## src/cpuPkg.sv

```systemverilog
package cpuPkg;

    localparam int DataWidth = 8;   // Registers, buses and memory words

    typedef enum logic [7:0] {
        OpHalt = 8'h00, OpInc = 8'h01, OpDec = 8'h02, OpInv = 8'h03,
        OpJump = 8'h04, OpAdd = 8'h10, OpSub = 8'h20, OpMul = 8'h30,
        OpDiv  = 8'h40, OpRem = 8'h50, OpAnd = 8'h60, OpOr  = 8'h70,
        OpXor  = 8'h80, OpNand = 8'h90, OpNor = 8'hA0, OpXnor = 8'hB0
    } opcodeT;

    typedef enum logic [3:0] {
        AluAdd, AluSub, AluMul, AluDiv, AluRem,
        AluAnd, AluOr, AluXor, AluNand, AluNor, AluXnor,
        AluInvA,    // Unary invert ignores b
        AluZero     // Unknown opcodes
    } aluOpT;

    typedef enum logic [4:0] {
        Fetch0, Fetch1, Fetch2, Decode,
        LoadA0, LoadA1, LoadA2,
        LoadB0, LoadB1, LoadB2, LoadBOne,
        AluExec, JumpExec,
        StoreOp0, StoreOp1, StoreRes0, StoreRes1,
        Halt
    } stateT;

    typedef enum logic [2:0] {
        Bus1Pc, Bus1A, Bus1B, Bus1C, Bus1Result, Bus1Ir
    } bus1SelT;

    typedef enum logic [1:0] {
        Bus2Bus1, Bus2One, Bus2Mem, Bus2Alu
    } bus2SelT;

endpackage

```

## src/aluUnit.sv

```systemverilog
`timescale 1ns/1ps

module aluUnit import cpuPkg::*; (
    input  logic [DataWidth-1:0] a,
    input  logic [DataWidth-1:0] b,
    input  aluOpT                aluOp,
    output logic [DataWidth-1:0] aluResult
);

    logic                 subtract;         // Selects a + ~b + 1
    logic [DataWidth-1:0] addend;           // b or ~b into the chain
    logic [DataWidth:0]   carry;            // Ripple carries, carry[0] is carry-in
    logic [DataWidth-1:0] sum;              // Adder output
    logic [DataWidth-1:0] product;          // Low byte of a * b
    logic [DataWidth-1:0] quotient;
    logic [DataWidth:0]   partial;          // Running remainder, one spare bit

    assign subtract = (aluOp == AluSub);
    assign addend   = subtract ? ~b : b;
    assign carry[0] = subtract;             // The +1 of two's complement

    // One full adder per bit
    for (genvar i = 0; i < DataWidth; i++) begin : gRipple
        assign sum[i]     = a[i] ^ addend[i] ^ carry[i];
        assign carry[i+1] = (a[i] & addend[i]) | (carry[i] & (a[i] ^ addend[i]));
    end

    // Shift-add, upper bits just fall off
    always_comb begin
        product = '0;
        for (int i = 0; i < DataWidth; i++) begin
            if (b[i]) product = product + (a << i);
        end
    end

    // Restoring division, MSB of dividend first
    always_comb begin
        quotient = '0;
        partial  = '0;
        for (int i = DataWidth - 1; i >= 0; i--) begin
            partial = {partial[DataWidth-1:0], a[i]};   // Bring down next bit
            if (partial >= {1'b0, b}) begin
                partial     = partial - {1'b0, b};
                quotient[i] = 1'b1;
            end                                      // Else restore, i.e. keep partial
        end
    end

    always_comb begin
        case (aluOp)
            AluAdd,
            AluSub:  aluResult = sum;
            AluMul:  aluResult = product;
            AluDiv:  aluResult = (b == '0) ? '1 : quotient;                // FF on zero divisor
            AluRem:  aluResult = (b == '0) ? '1 : partial[DataWidth-1:0];
            AluAnd:  aluResult = a & b;
            AluOr:   aluResult = a | b;
            AluXor:  aluResult = a ^ b;
            AluNand: aluResult = ~(a & b);
            AluNor:  aluResult = ~(a | b);
            AluXnor: aluResult = ~(a ^ b);
            AluInvA: aluResult = ~a;
            default: aluResult = '0;        // AluZero
        endcase
    end

endmodule

```

## src/controlUnit.sv

```systemverilog
`timescale 1ns/1ps

module controlUnit import cpuPkg::*; (
    input  logic    clock,
    input  logic    reset,
    input  opcodeT  ir,
    output logic    irLoad,
    output logic    marLoad,
    output logic    pcInc,
    output logic    pcJump,
    output logic    aLoad,
    output logic    bLoad,
    output logic    cLoad,
    output logic    resultInc,
    output logic    memWrite,
    output bus1SelT bus1Sel,
    output bus2SelT bus2Sel,
    output aluOpT   aluOp,
    output logic    done
);

    stateT state;
    stateT nextState;
    logic  isUnary;     // inc, dec, invert
    logic  isJump;

    assign isUnary = (ir == OpInc) || (ir == OpDec) || (ir == OpInv);
    assign isJump  = (ir == OpJump);

    always_ff @(posedge clock or negedge reset) begin
        if (!reset) begin
            state <= Fetch0;
            done  <= 1'b0;
        end else begin
            state <= nextState;
            if (nextState == Halt) done <= 1'b1;    // Sticky until reset
        end
    end

    always_comb begin
        case (state)
            Fetch0:    nextState = Fetch1;
            Fetch1:    nextState = Fetch2;
            Fetch2:    nextState = Decode;
            Decode: begin
                if (ir == OpHalt) nextState = Halt;
                else if (isJump)  nextState = LoadB0;   // Offset goes straight to B
                else              nextState = LoadA0;
            end
            LoadA0:    nextState = LoadA1;
            LoadA1:    nextState = LoadA2;
            LoadA2:    nextState = isUnary ? LoadBOne : LoadB0;
            LoadB0:    nextState = LoadB1;
            LoadB1:    nextState = LoadB2;
            LoadB2:    nextState = isJump ? JumpExec : AluExec;
            LoadBOne:  nextState = AluExec;
            AluExec:   nextState = StoreOp0;
            JumpExec:  nextState = StoreOp0;
            StoreOp0:  nextState = StoreOp1;
            StoreOp1:  nextState = StoreRes0;
            StoreRes0: nextState = StoreRes1;
            StoreRes1: nextState = Fetch0;
            Halt:      nextState = Halt;
            default:   nextState = Fetch0;
        endcase
    end

    // Moore outputs, everything idle by default
    always_comb begin
        irLoad    = 1'b0;
        marLoad   = 1'b0;
        pcInc     = 1'b0;
        pcJump    = 1'b0;
        aLoad     = 1'b0;
        bLoad     = 1'b0;
        cLoad     = 1'b0;
        resultInc = 1'b0;
        memWrite  = 1'b0;
        bus1Sel   = Bus1Pc;
        bus2Sel   = Bus2Bus1;
        case (state)
            Fetch0, LoadA0, LoadB0: marLoad = 1'b1;     // MAR <= PC
            Fetch1, LoadA1, LoadB1: pcInc = 1'b1;       // Memory latches address meanwhile
            Fetch2: begin
                irLoad  = 1'b1;
                bus2Sel = Bus2Mem;
            end
            LoadA2: begin
                aLoad   = 1'b1;
                bus2Sel = Bus2Mem;
            end
            LoadB2: begin
                bLoad   = 1'b1;
                bus2Sel = Bus2Mem;
            end
            LoadBOne: begin     // Invert passes here too, B is unused then
                bLoad   = 1'b1;
                bus2Sel = Bus2One;
            end
            AluExec: begin
                cLoad   = 1'b1;
                bus2Sel = Bus2Alu;
            end
            JumpExec: begin
                pcJump  = 1'b1;     // PC already points past the offset byte
                bus1Sel = Bus1B;
            end
            StoreOp0, StoreRes0: begin
                marLoad = 1'b1;
                bus1Sel = Bus1Result;
            end
            StoreOp1: begin
                memWrite  = 1'b1;
                resultInc = 1'b1;
                bus1Sel   = Bus1Ir;
            end
            StoreRes1: begin
                memWrite  = 1'b1;
                resultInc = 1'b1;
                bus1Sel   = isJump ? Bus1B : Bus1C;     // Jump reports its offset
            end
            default: ;
        endcase
    end

    // ALU function from opcode
    always_comb begin
        case (ir)
            OpInc, OpAdd: aluOp = AluAdd;
            OpDec, OpSub: aluOp = AluSub;
            OpInv:        aluOp = AluInvA;
            OpMul:        aluOp = AluMul;
            OpDiv:        aluOp = AluDiv;
            OpRem:        aluOp = AluRem;
            OpAnd:        aluOp = AluAnd;
            OpOr:         aluOp = AluOr;
            OpXor:        aluOp = AluXor;
            OpNand:       aluOp = AluNand;
            OpNor:        aluOp = AluNor;
            OpXnor:       aluOp = AluXnor;
            default:      aluOp = AluZero;  // Unknown opcodes yield 00
        endcase
    end

endmodule

```

## src/dataPath.sv

```systemverilog
`timescale 1ns/1ps

module dataPath import cpuPkg::*; #(
    parameter logic [DataWidth-1:0] ResultBase = 8'h80
) (
    input  logic                 clock,
    input  logic                 reset,
    input  logic                 irLoad,
    input  logic                 marLoad,
    input  logic                 pcInc,
    input  logic                 pcJump,
    input  logic                 aLoad,
    input  logic                 bLoad,
    input  logic                 cLoad,
    input  logic                 resultInc,
    input  logic                 memWrite,
    input  bus1SelT              bus1Sel,
    input  bus2SelT              bus2Sel,
    input  logic [DataWidth-1:0] memReadData,
    input  logic [DataWidth-1:0] aluResult,
    output opcodeT               ir,
    output logic [DataWidth-1:0] a,
    output logic [DataWidth-1:0] b,
    output logic [DataWidth-1:0] memAddress,
    output logic [DataWidth-1:0] memWriteData
);

    logic [DataWidth-1:0] c;            // ALU result holding register
    logic [DataWidth-1:0] pc;
    logic [DataWidth-1:0] mar;
    logic [DataWidth-1:0] resultPtr;    // Next free byte of result area
    logic [DataWidth-1:0] bus1;
    logic [DataWidth-1:0] bus2;

    always_comb begin
        case (bus1Sel)
            Bus1Pc:     bus1 = pc;
            Bus1A:      bus1 = a;
            Bus1B:      bus1 = b;
            Bus1C:      bus1 = c;
            Bus1Result: bus1 = resultPtr;
            Bus1Ir:     bus1 = ir;
            default:    bus1 = pc;
        endcase
    end

    always_comb begin
        case (bus2Sel)
            Bus2Bus1: bus2 = bus1;
            Bus2One:  bus2 = DataWidth'(1);   // Inc/dec step
            Bus2Mem:  bus2 = memReadData;
            default:  bus2 = aluResult;       // Bus2Alu
        endcase
    end

    // Control-related registers
    always_ff @(posedge clock or negedge reset) begin
        if (!reset) begin
            ir        <= OpHalt;
            pc        <= '0;
            mar       <= '0;
            resultPtr <= ResultBase;
        end else begin
            if (irLoad)  ir  <= opcodeT'(bus2);     // Unknown codes kept as is
            if (marLoad) mar <= bus2;
            if (pcJump)     pc <= pc + bus2;        // Wraps modulo 256
            else if (pcInc) pc <= pc + DataWidth'(1);
            if (resultInc) resultPtr <= resultPtr + DataWidth'(1);
        end
    end

    // Operand and result bytes
    always_ff @(posedge clock) begin
        if (aLoad) a <= bus2;
        if (bLoad) b <= bus2;
        if (cLoad) c <= bus2;
    end

    assign memAddress   = mar;
    assign memWriteData = memWrite ? bus1 : '0;   // Quiet bus between writes

endmodule

```

## src/cpuTop.sv

```systemverilog
`timescale 1ns/1ps

module cpuTop import cpuPkg::*; #(
    parameter logic [DataWidth-1:0] ResultBase = 8'h80   // Start of result area
) (
    input  logic                 clock,
    input  logic                 reset,
    input  logic [DataWidth-1:0] memReadData,
    output logic [DataWidth-1:0] memAddress,
    output logic [DataWidth-1:0] memWriteData,
    output logic                 memWrite,
    output logic                 done
);

    opcodeT               ir;
    logic [DataWidth-1:0] a, b, aluResult;
    logic                 irLoad, marLoad, pcInc, pcJump;
    logic                 aLoad, bLoad, cLoad, resultInc;
    bus1SelT              bus1Sel;
    bus2SelT              bus2Sel;
    aluOpT                aluOp;

    controlUnit control_i (
        .clock, .reset, .ir,
        .irLoad, .marLoad, .pcInc, .pcJump, .aLoad, .bLoad, .cLoad, .resultInc,
        .memWrite, .bus1Sel, .bus2Sel, .aluOp, .done
    );

    dataPath #(.ResultBase(ResultBase)) dataPath_i (
        .clock, .reset,
        .irLoad, .marLoad, .pcInc, .pcJump, .aLoad, .bLoad, .cLoad, .resultInc,
        .memWrite, .bus1Sel, .bus2Sel,
        .memReadData, .aluResult,
        .ir, .a, .b, .memAddress, .memWriteData
    );

    aluUnit alu_i (
        .a, .b, .aluOp, .aluResult
    );

endmodule

```

## config.mk

```make
export PLATFORM = sky130hd
export DESIGN_NAME = cpuTop
export DESIGN_NICKNAME = d
export VERILOG_FILES = /design/src/cpuPkg.sv /design/src/aluUnit.sv /design/src/controlUnit.sv /design/src/dataPath.sv /design/src/cpuTop.sv
export SDC_FILE = /design/constraint.sdc
export NUM_CORES = 1
export LEC_CHECK = 0
export BUFFER_PORTS_ARGS = -buffer_cell sky130_fd_sc_hd__buf_2
export CAP_MARGIN = 15
export CORE_MARGIN = 1.5
export CORE_UTILIZATION = 45
export CTS_CLUSTER_DIAMETER = 80
export DETAILED_ROUTE_END_ITERATION = 12
export RECOVER_POWER = 50
export SKIP_CTS_REPAIR_TIMING = 1
export SYNTH_ARGS = -nofsm -noshare
export SYNTH_HDL_FRONTEND = slang
export SYNTH_SLANG_ARGS = --single-unit
```

## constraint.sdc

```tcl
create_clock -name clock -period 17.9 [get_ports clock]
set_clock_uncertainty 0.05 [all_clocks]
set_input_delay 3.58 -clock clock [delete_from_list [all_inputs] [get_ports clock]]
set_output_delay 3.58 -clock clock [all_outputs]
set_load 0.01 [all_outputs]
```

==> flow_summary.ini, run 1 <==
[cts]
htreeDepth = 3
clk_pin_slew_worst_paths_ns = 0.06
insertion_delay_ns = 0.33
cts_tree = built
cts_root_buffer = clkbuf_16
numCtsBuffers = 9
clk_path_buf_depth = 2
numClockSinks = 62

[yosys]
ys_warn_count = 0
synth_top_area_cell = ha_1
synth_compound_area_share_pct = 23.2
async_flop_share_pct = 61.3
synth-simple-area-share_pct = 21.7
synthTopCellsByArea = ha_1, dfrtp_1, edfxtp_1, nand2_1, xnor2_1
synth-xor-area-share_pct = 6.91
avgSynthCellArea_sq_um = 8.09
netlist.area_leader.share_pct = 15.0
synthMuxAreaShare_pct = 6.39
synth-adder-area-share_pct = 19.1
synth_flop_cell = dfrtp_1
synth_cell_type_count = 91
synthesis.area_sq_um = 9120
synth_top_family_by_area = compound AO/OA/AOI/OAI gates
syn_inst = 1127
syn_nets = 1265
ys_ff_latch = 62
synth-seq-area-share_pct = 18.3
synth_edf_count = 24

[worst_setup_path]
worstPathMaxFanout = 13
ff2ff_path_depth = 84
cp_top_family = compound AO/OA/AOI/OAI gates
worstSetupStartpoint = dataPath_i.a[7]
criticalPathCategory = register to register
rr_startpoint = dataPath_i.a[7]
crit_buf_inv = 8
r2r_setup_slack_ns = 1.04
crit_path_top_delay_cell = a2111oi_0
timing.rr.end = dataPath_i.pc[7]
cp-start-kind = register
required_ns = 18.07
max_stage_delay_ns = 0.53
cp.arrival_ns = 17.03
endpoint_kind = register

[place]
port_buffers = 27
globalplace.congestion = 0.982
hpwlAfterDp_um = 22500
place_ws_ns = -0.189

[cells_and_area]
num-fill-cells = 1958
fin_util_pct = 52.1
diodes = 0
drive_gt1_share_pct = 13.0
multi_input_area_sq_um = 7200
nets = 1315
regArea_sq_um = 1670
synthToLayoutAreaGrowth_pct = 12.3

[timing]
finalHoldViolCount = 0
fin_crit_sh_pct = 94.2
finalMaxSlewViolations = 74
setup_ws_ns = 1.04
fmaxAchievable_mhz = 59.3
period_needed_ns = 16.86
worst_slew_pin_slew_ns = 2.11
maxSlewHeadroom_pct = -40.8
finalSetupViolCount = 0

[global_routing]
grt_pass1_vias = 8496
grt_pass1_wl_um = 47200
gr-total-overflow = 0
grt_use_total_pct = 28.1
grt_max_degree = 39
antenna_found_initial = 1

[detailed_routing]
viasPerCell = 6.19
totalWireLength_um = 29800
wl_per_cell_um = 20.6
first_pass_iters = 7
routed-via-count = 8964
drc = 0
ant_nets = 0
drtIter0Drc = 799

[die]
die_w_um = 145
start_util_pct = 46.4
dieArea_sq_um = 21100
io_pins = 28
core.rowCount = 51
core_sq_um = 19700
fp.dieH_um = 145

[run_status]
violations = max-capacitance violations, max-slew violations
status = finished, violations left

[hold_path]
min_path_cells = 1
hold-path-endpoint = control_i.done
min_from = control_i.done
hold_path_class = register to register

[run]
maxCapViolCount = 2
==> registers in the layout, summed over array words and instances, names as in the netlist <==
signal / flops
control_i.done: 1
dataPath_i.b: 8
dataPath_i.memAddress: 8
dataPath_i.ir: 8
dataPath_i.c: 8
dataPath_i.pc: 8
control_i.state: 5
dataPath_i.a: 8
dataPath_i.resultPtr: 8
==> cell usage after synthesis (8+ instances only) <==
cell	number
a211o_1	10
nor4_1	11
o21ai_0	70
o21a_1	11
o21bai_1	11
or3_1	8
and2_1	9
nor2_1	99
inv_1	67
dfrtp_1	37
nand2_1	121
nand3_1	21
clkbuf_1	23
edfxtp_1	24
and3_1	12
nand4_1	11
xor2_1	22
nor3_1	29
ha_1	109
a21o_1	25
fa_1	19
a21oi_1	75
mux2i_1	28
xnor2_1	50
o211ai_1	11
nor2b_1	27
mux2_2	20
nand2b_1	23
==> stage by stage <==
step                setup TNS (ns)  std cells  hold slack (ns)  instance area (sq um)
finish                           0       1447            0.415                  10200
global route                -0.116       1447            0.453                  10200
CTS                         -0.398       1441            0.421                  10100
detailed placement          -0.189       1425            0.405                   9740
global placement                 0       1425            0.394                   9740
floorplan                        0       1127            0.387                   9120
==> worst max path at each step <==
stage,cells past startpoint,end
floorplan,88,dataPath_i.pc[7]
global placement,82,dataPath_i.pc[7]
detailed placement,83,dataPath_i.pc[7]
CTS,83,dataPath_i.pc[7]
global route,89,dataPath_i.pc[7]
finish,84,dataPath_i.pc[7]
==> logic make-up (layout without fill, tap and decap cells) <==
kind of cell	Yosys count	in the layout
mux	53	53
compound gates	308	308
xor+xnor	72	72
simple gates	404	404
fa+ha+maj	128	128
buf+inv	100	155
flops	62	62
==> per-layer routing <==
layer  routed length, um  up-vias  part of all wire [%]  track usage (%)
met2               13100      360                    44             43.5
met5                   0        -                     0                0
met4                 645        0                   2.2             7.45
li1                    -     4226                     -                -
met3                2420       58                   8.1             5.33
met1               13600     4320                    46             39.9
==> area by class of cell <==
class,count,area share (%)
sequential,62,16.3
inverter,68,2.49
clock buffer,9,2.20
timing repair buffer,71,4.45
multi-input combinational,965,70.3
clock inverter,7,0.953
tap,265,3.24
==> cell usage in the layout, fill, tap and decap left out, types with 24 or more instances in the layout <==
cell type	Yosys	layout
ha_1	109	107
mux2i_1	28	28
nor3_1	29	28
buf_2	4	25
buf_4	2	42
a21oi_1	75	69
a21o_1	25	25
dfrtp_1	37	37
edfxtp_1	24	24
nand2_1	121	121
o21ai_0	70	57
nor2b_1	27	26
inv_1	67	67
xnor2_1	50	50
nor2_1	99	95
Power of run 1 is left out: the tool's default activity adds up to more than one toggle a clock period on the data nets, which glitch-free logic cannot reach.
==> run 2, diff against run 1 <==
Settings changed: RECOVER_POWER 50 to 25.
==> flow_summary.ini, run 2 (synthesized netlist as in run 1, its figures left out) <==
[global_routing]
grt_use_total_pct = 28.1
gr-total-overflow = 0
grt_pass1_vias = 8496
grt_pass1_wl_um = 47200
antenna_found_initial = 1
grt_max_degree = 39

[timing]
worst_slew_pin_slew_ns = 1.58
finalSetupViolCount = 0
fmaxAchievable_mhz = 59.3
holdWs_ns = 0.416
finalMaxSlewViolations = 35
setup_ws_ns = 1.04
period_needed_ns = 16.86
maxSlewHeadroom_pct = -5.56
fin_crit_sh_pct = 94.2
finalHoldViolCount = 0

[die]
core.rowCount = 51
core_sq_um = 19700
io_pins = 28
die_w_um = 145
start_util_pct = 46.4
fp.dieH_um = 145
dieArea_sq_um = 21100

[worst_setup_path]
crit_path_top_delay_cell = a2111oi_0
criticalPathCategory = register to register
cp-start-kind = register
max_stage_delay_ns = 0.53
r2r_setup_slack_ns = 1.04
cp.arrival_ns = 17.02
endpoint_kind = register
worstPathMaxFanout = 13
required_ns = 18.07

[cells_and_area]
final_common_cell = nand2_1
layout_common_cells = nand2_1, ha_1, nor2_1
regArea_sq_um = 1670
multi_input_area_sq_um = 7200
drive_gt1_share_pct = 13.3
nets = 1315
final_cells = 1447
num-fill-cells = 1955
synthToLayoutAreaGrowth_pct = 12.4
diodes = 0
fin_util_pct = 52.1

[run_status]
status = finished, violations left
violations = max-capacitance violations, max-slew violations

[detailed_routing]
totalWireLength_um = 29800
viasPerCell = 6.19
drtIter0Drc = 790
wl_per_cell_um = 20.6
routed-via-count = 8956
drc = 0
first_pass_iters = 8
ant_nets = 0

[cts]
numCtsBuffers = 9
cts_tree = built
clk_pin_slew_worst_paths_ns = 0.06
htreeDepth = 3
numClockSinks = 62
cts_root_buffer = clkbuf_16
insertion_delay_ns = 0.33
clk_path_buf_depth = 2

[run]
maxCapViolCount = 1

[place]
place_inst = 1425
globalplace.congestion = 0.982
port_buffers = 27
place_ws_ns = -0.189
hpwlAfterDp_um = 22500

[hold_path]
hold_path_class = register to register
-- run 2: cell count changes in the layout (fill, tap and decap cells not counted), sizes merged --
cell and change:
clkbuf -3, buf +3
-- run 2: final cells by class --
| type | instances | share of cell area, % |
|---|---|---|
| Clock buffer | 9 | 2.20 |
| Clock inverter | 7 | 0.952 |
| Inverter | 68 | 2.49 |
| Multi-Input combinational cell | 965 | 70.3 |
| Sequential cell | 62 | 16.3 |
| Tap cell | 265 | 3.24 |
| Timing Repair Buffer | 71 | 4.50 |
-- run 2: routing by layer --
layer  wire length [um]  vias up  track usage [%]  share of wire (%)
met3               2390       57             5.33                8.0
li1                   -     4228                -                  -
met1              13600     4322             39.9                 46
met4                628        0             7.45                2.1
met5                  0        -                0                  0
met2              13100      349             43.5                 44
-- run 2: through the flow --
stage / cell area [sq um] / TNS (ns)
after floorplan: 9120 / 0
after global placement: 9740 / 0
after detailed placement: 9740 / -0.189
after CTS: 10100 / -0.398
after global routing: 10200 / -0.116
final: 10200 / 0
-- run 2: worst max-delay path, delay by kind of cell, from the launching register on --
kind                       cells  cell delay [ns]
muxes                          4             1.11
buffers and inverters          8             1.01
xor gates and xnor gates       2             0.29
and+or+nand+nor               22             3.52
DFF                            1             0.34
AOI/OAI and AO/OA             38             7.54
adders and majority gates     10             2.85
-- run 2: path summary, 6_finish.rpt --
check / endpoint / from / depth (start not counted)
min reg2reg: control_i.done / control_i.done / 1
max reg2reg: dataPath_i.pc[7] / dataPath_i.a[7] / 84
min in group asynchronous: dataPath_i.resultPtr[2] / reset / 1
max in group asynchronous: dataPath_i.ir[7] / reset / 1
min: control_i.done / control_i.done / 1
max: dataPath_i.pc[7] / dataPath_i.a[7] / 84
Power of run 2 is left out for the same reason.
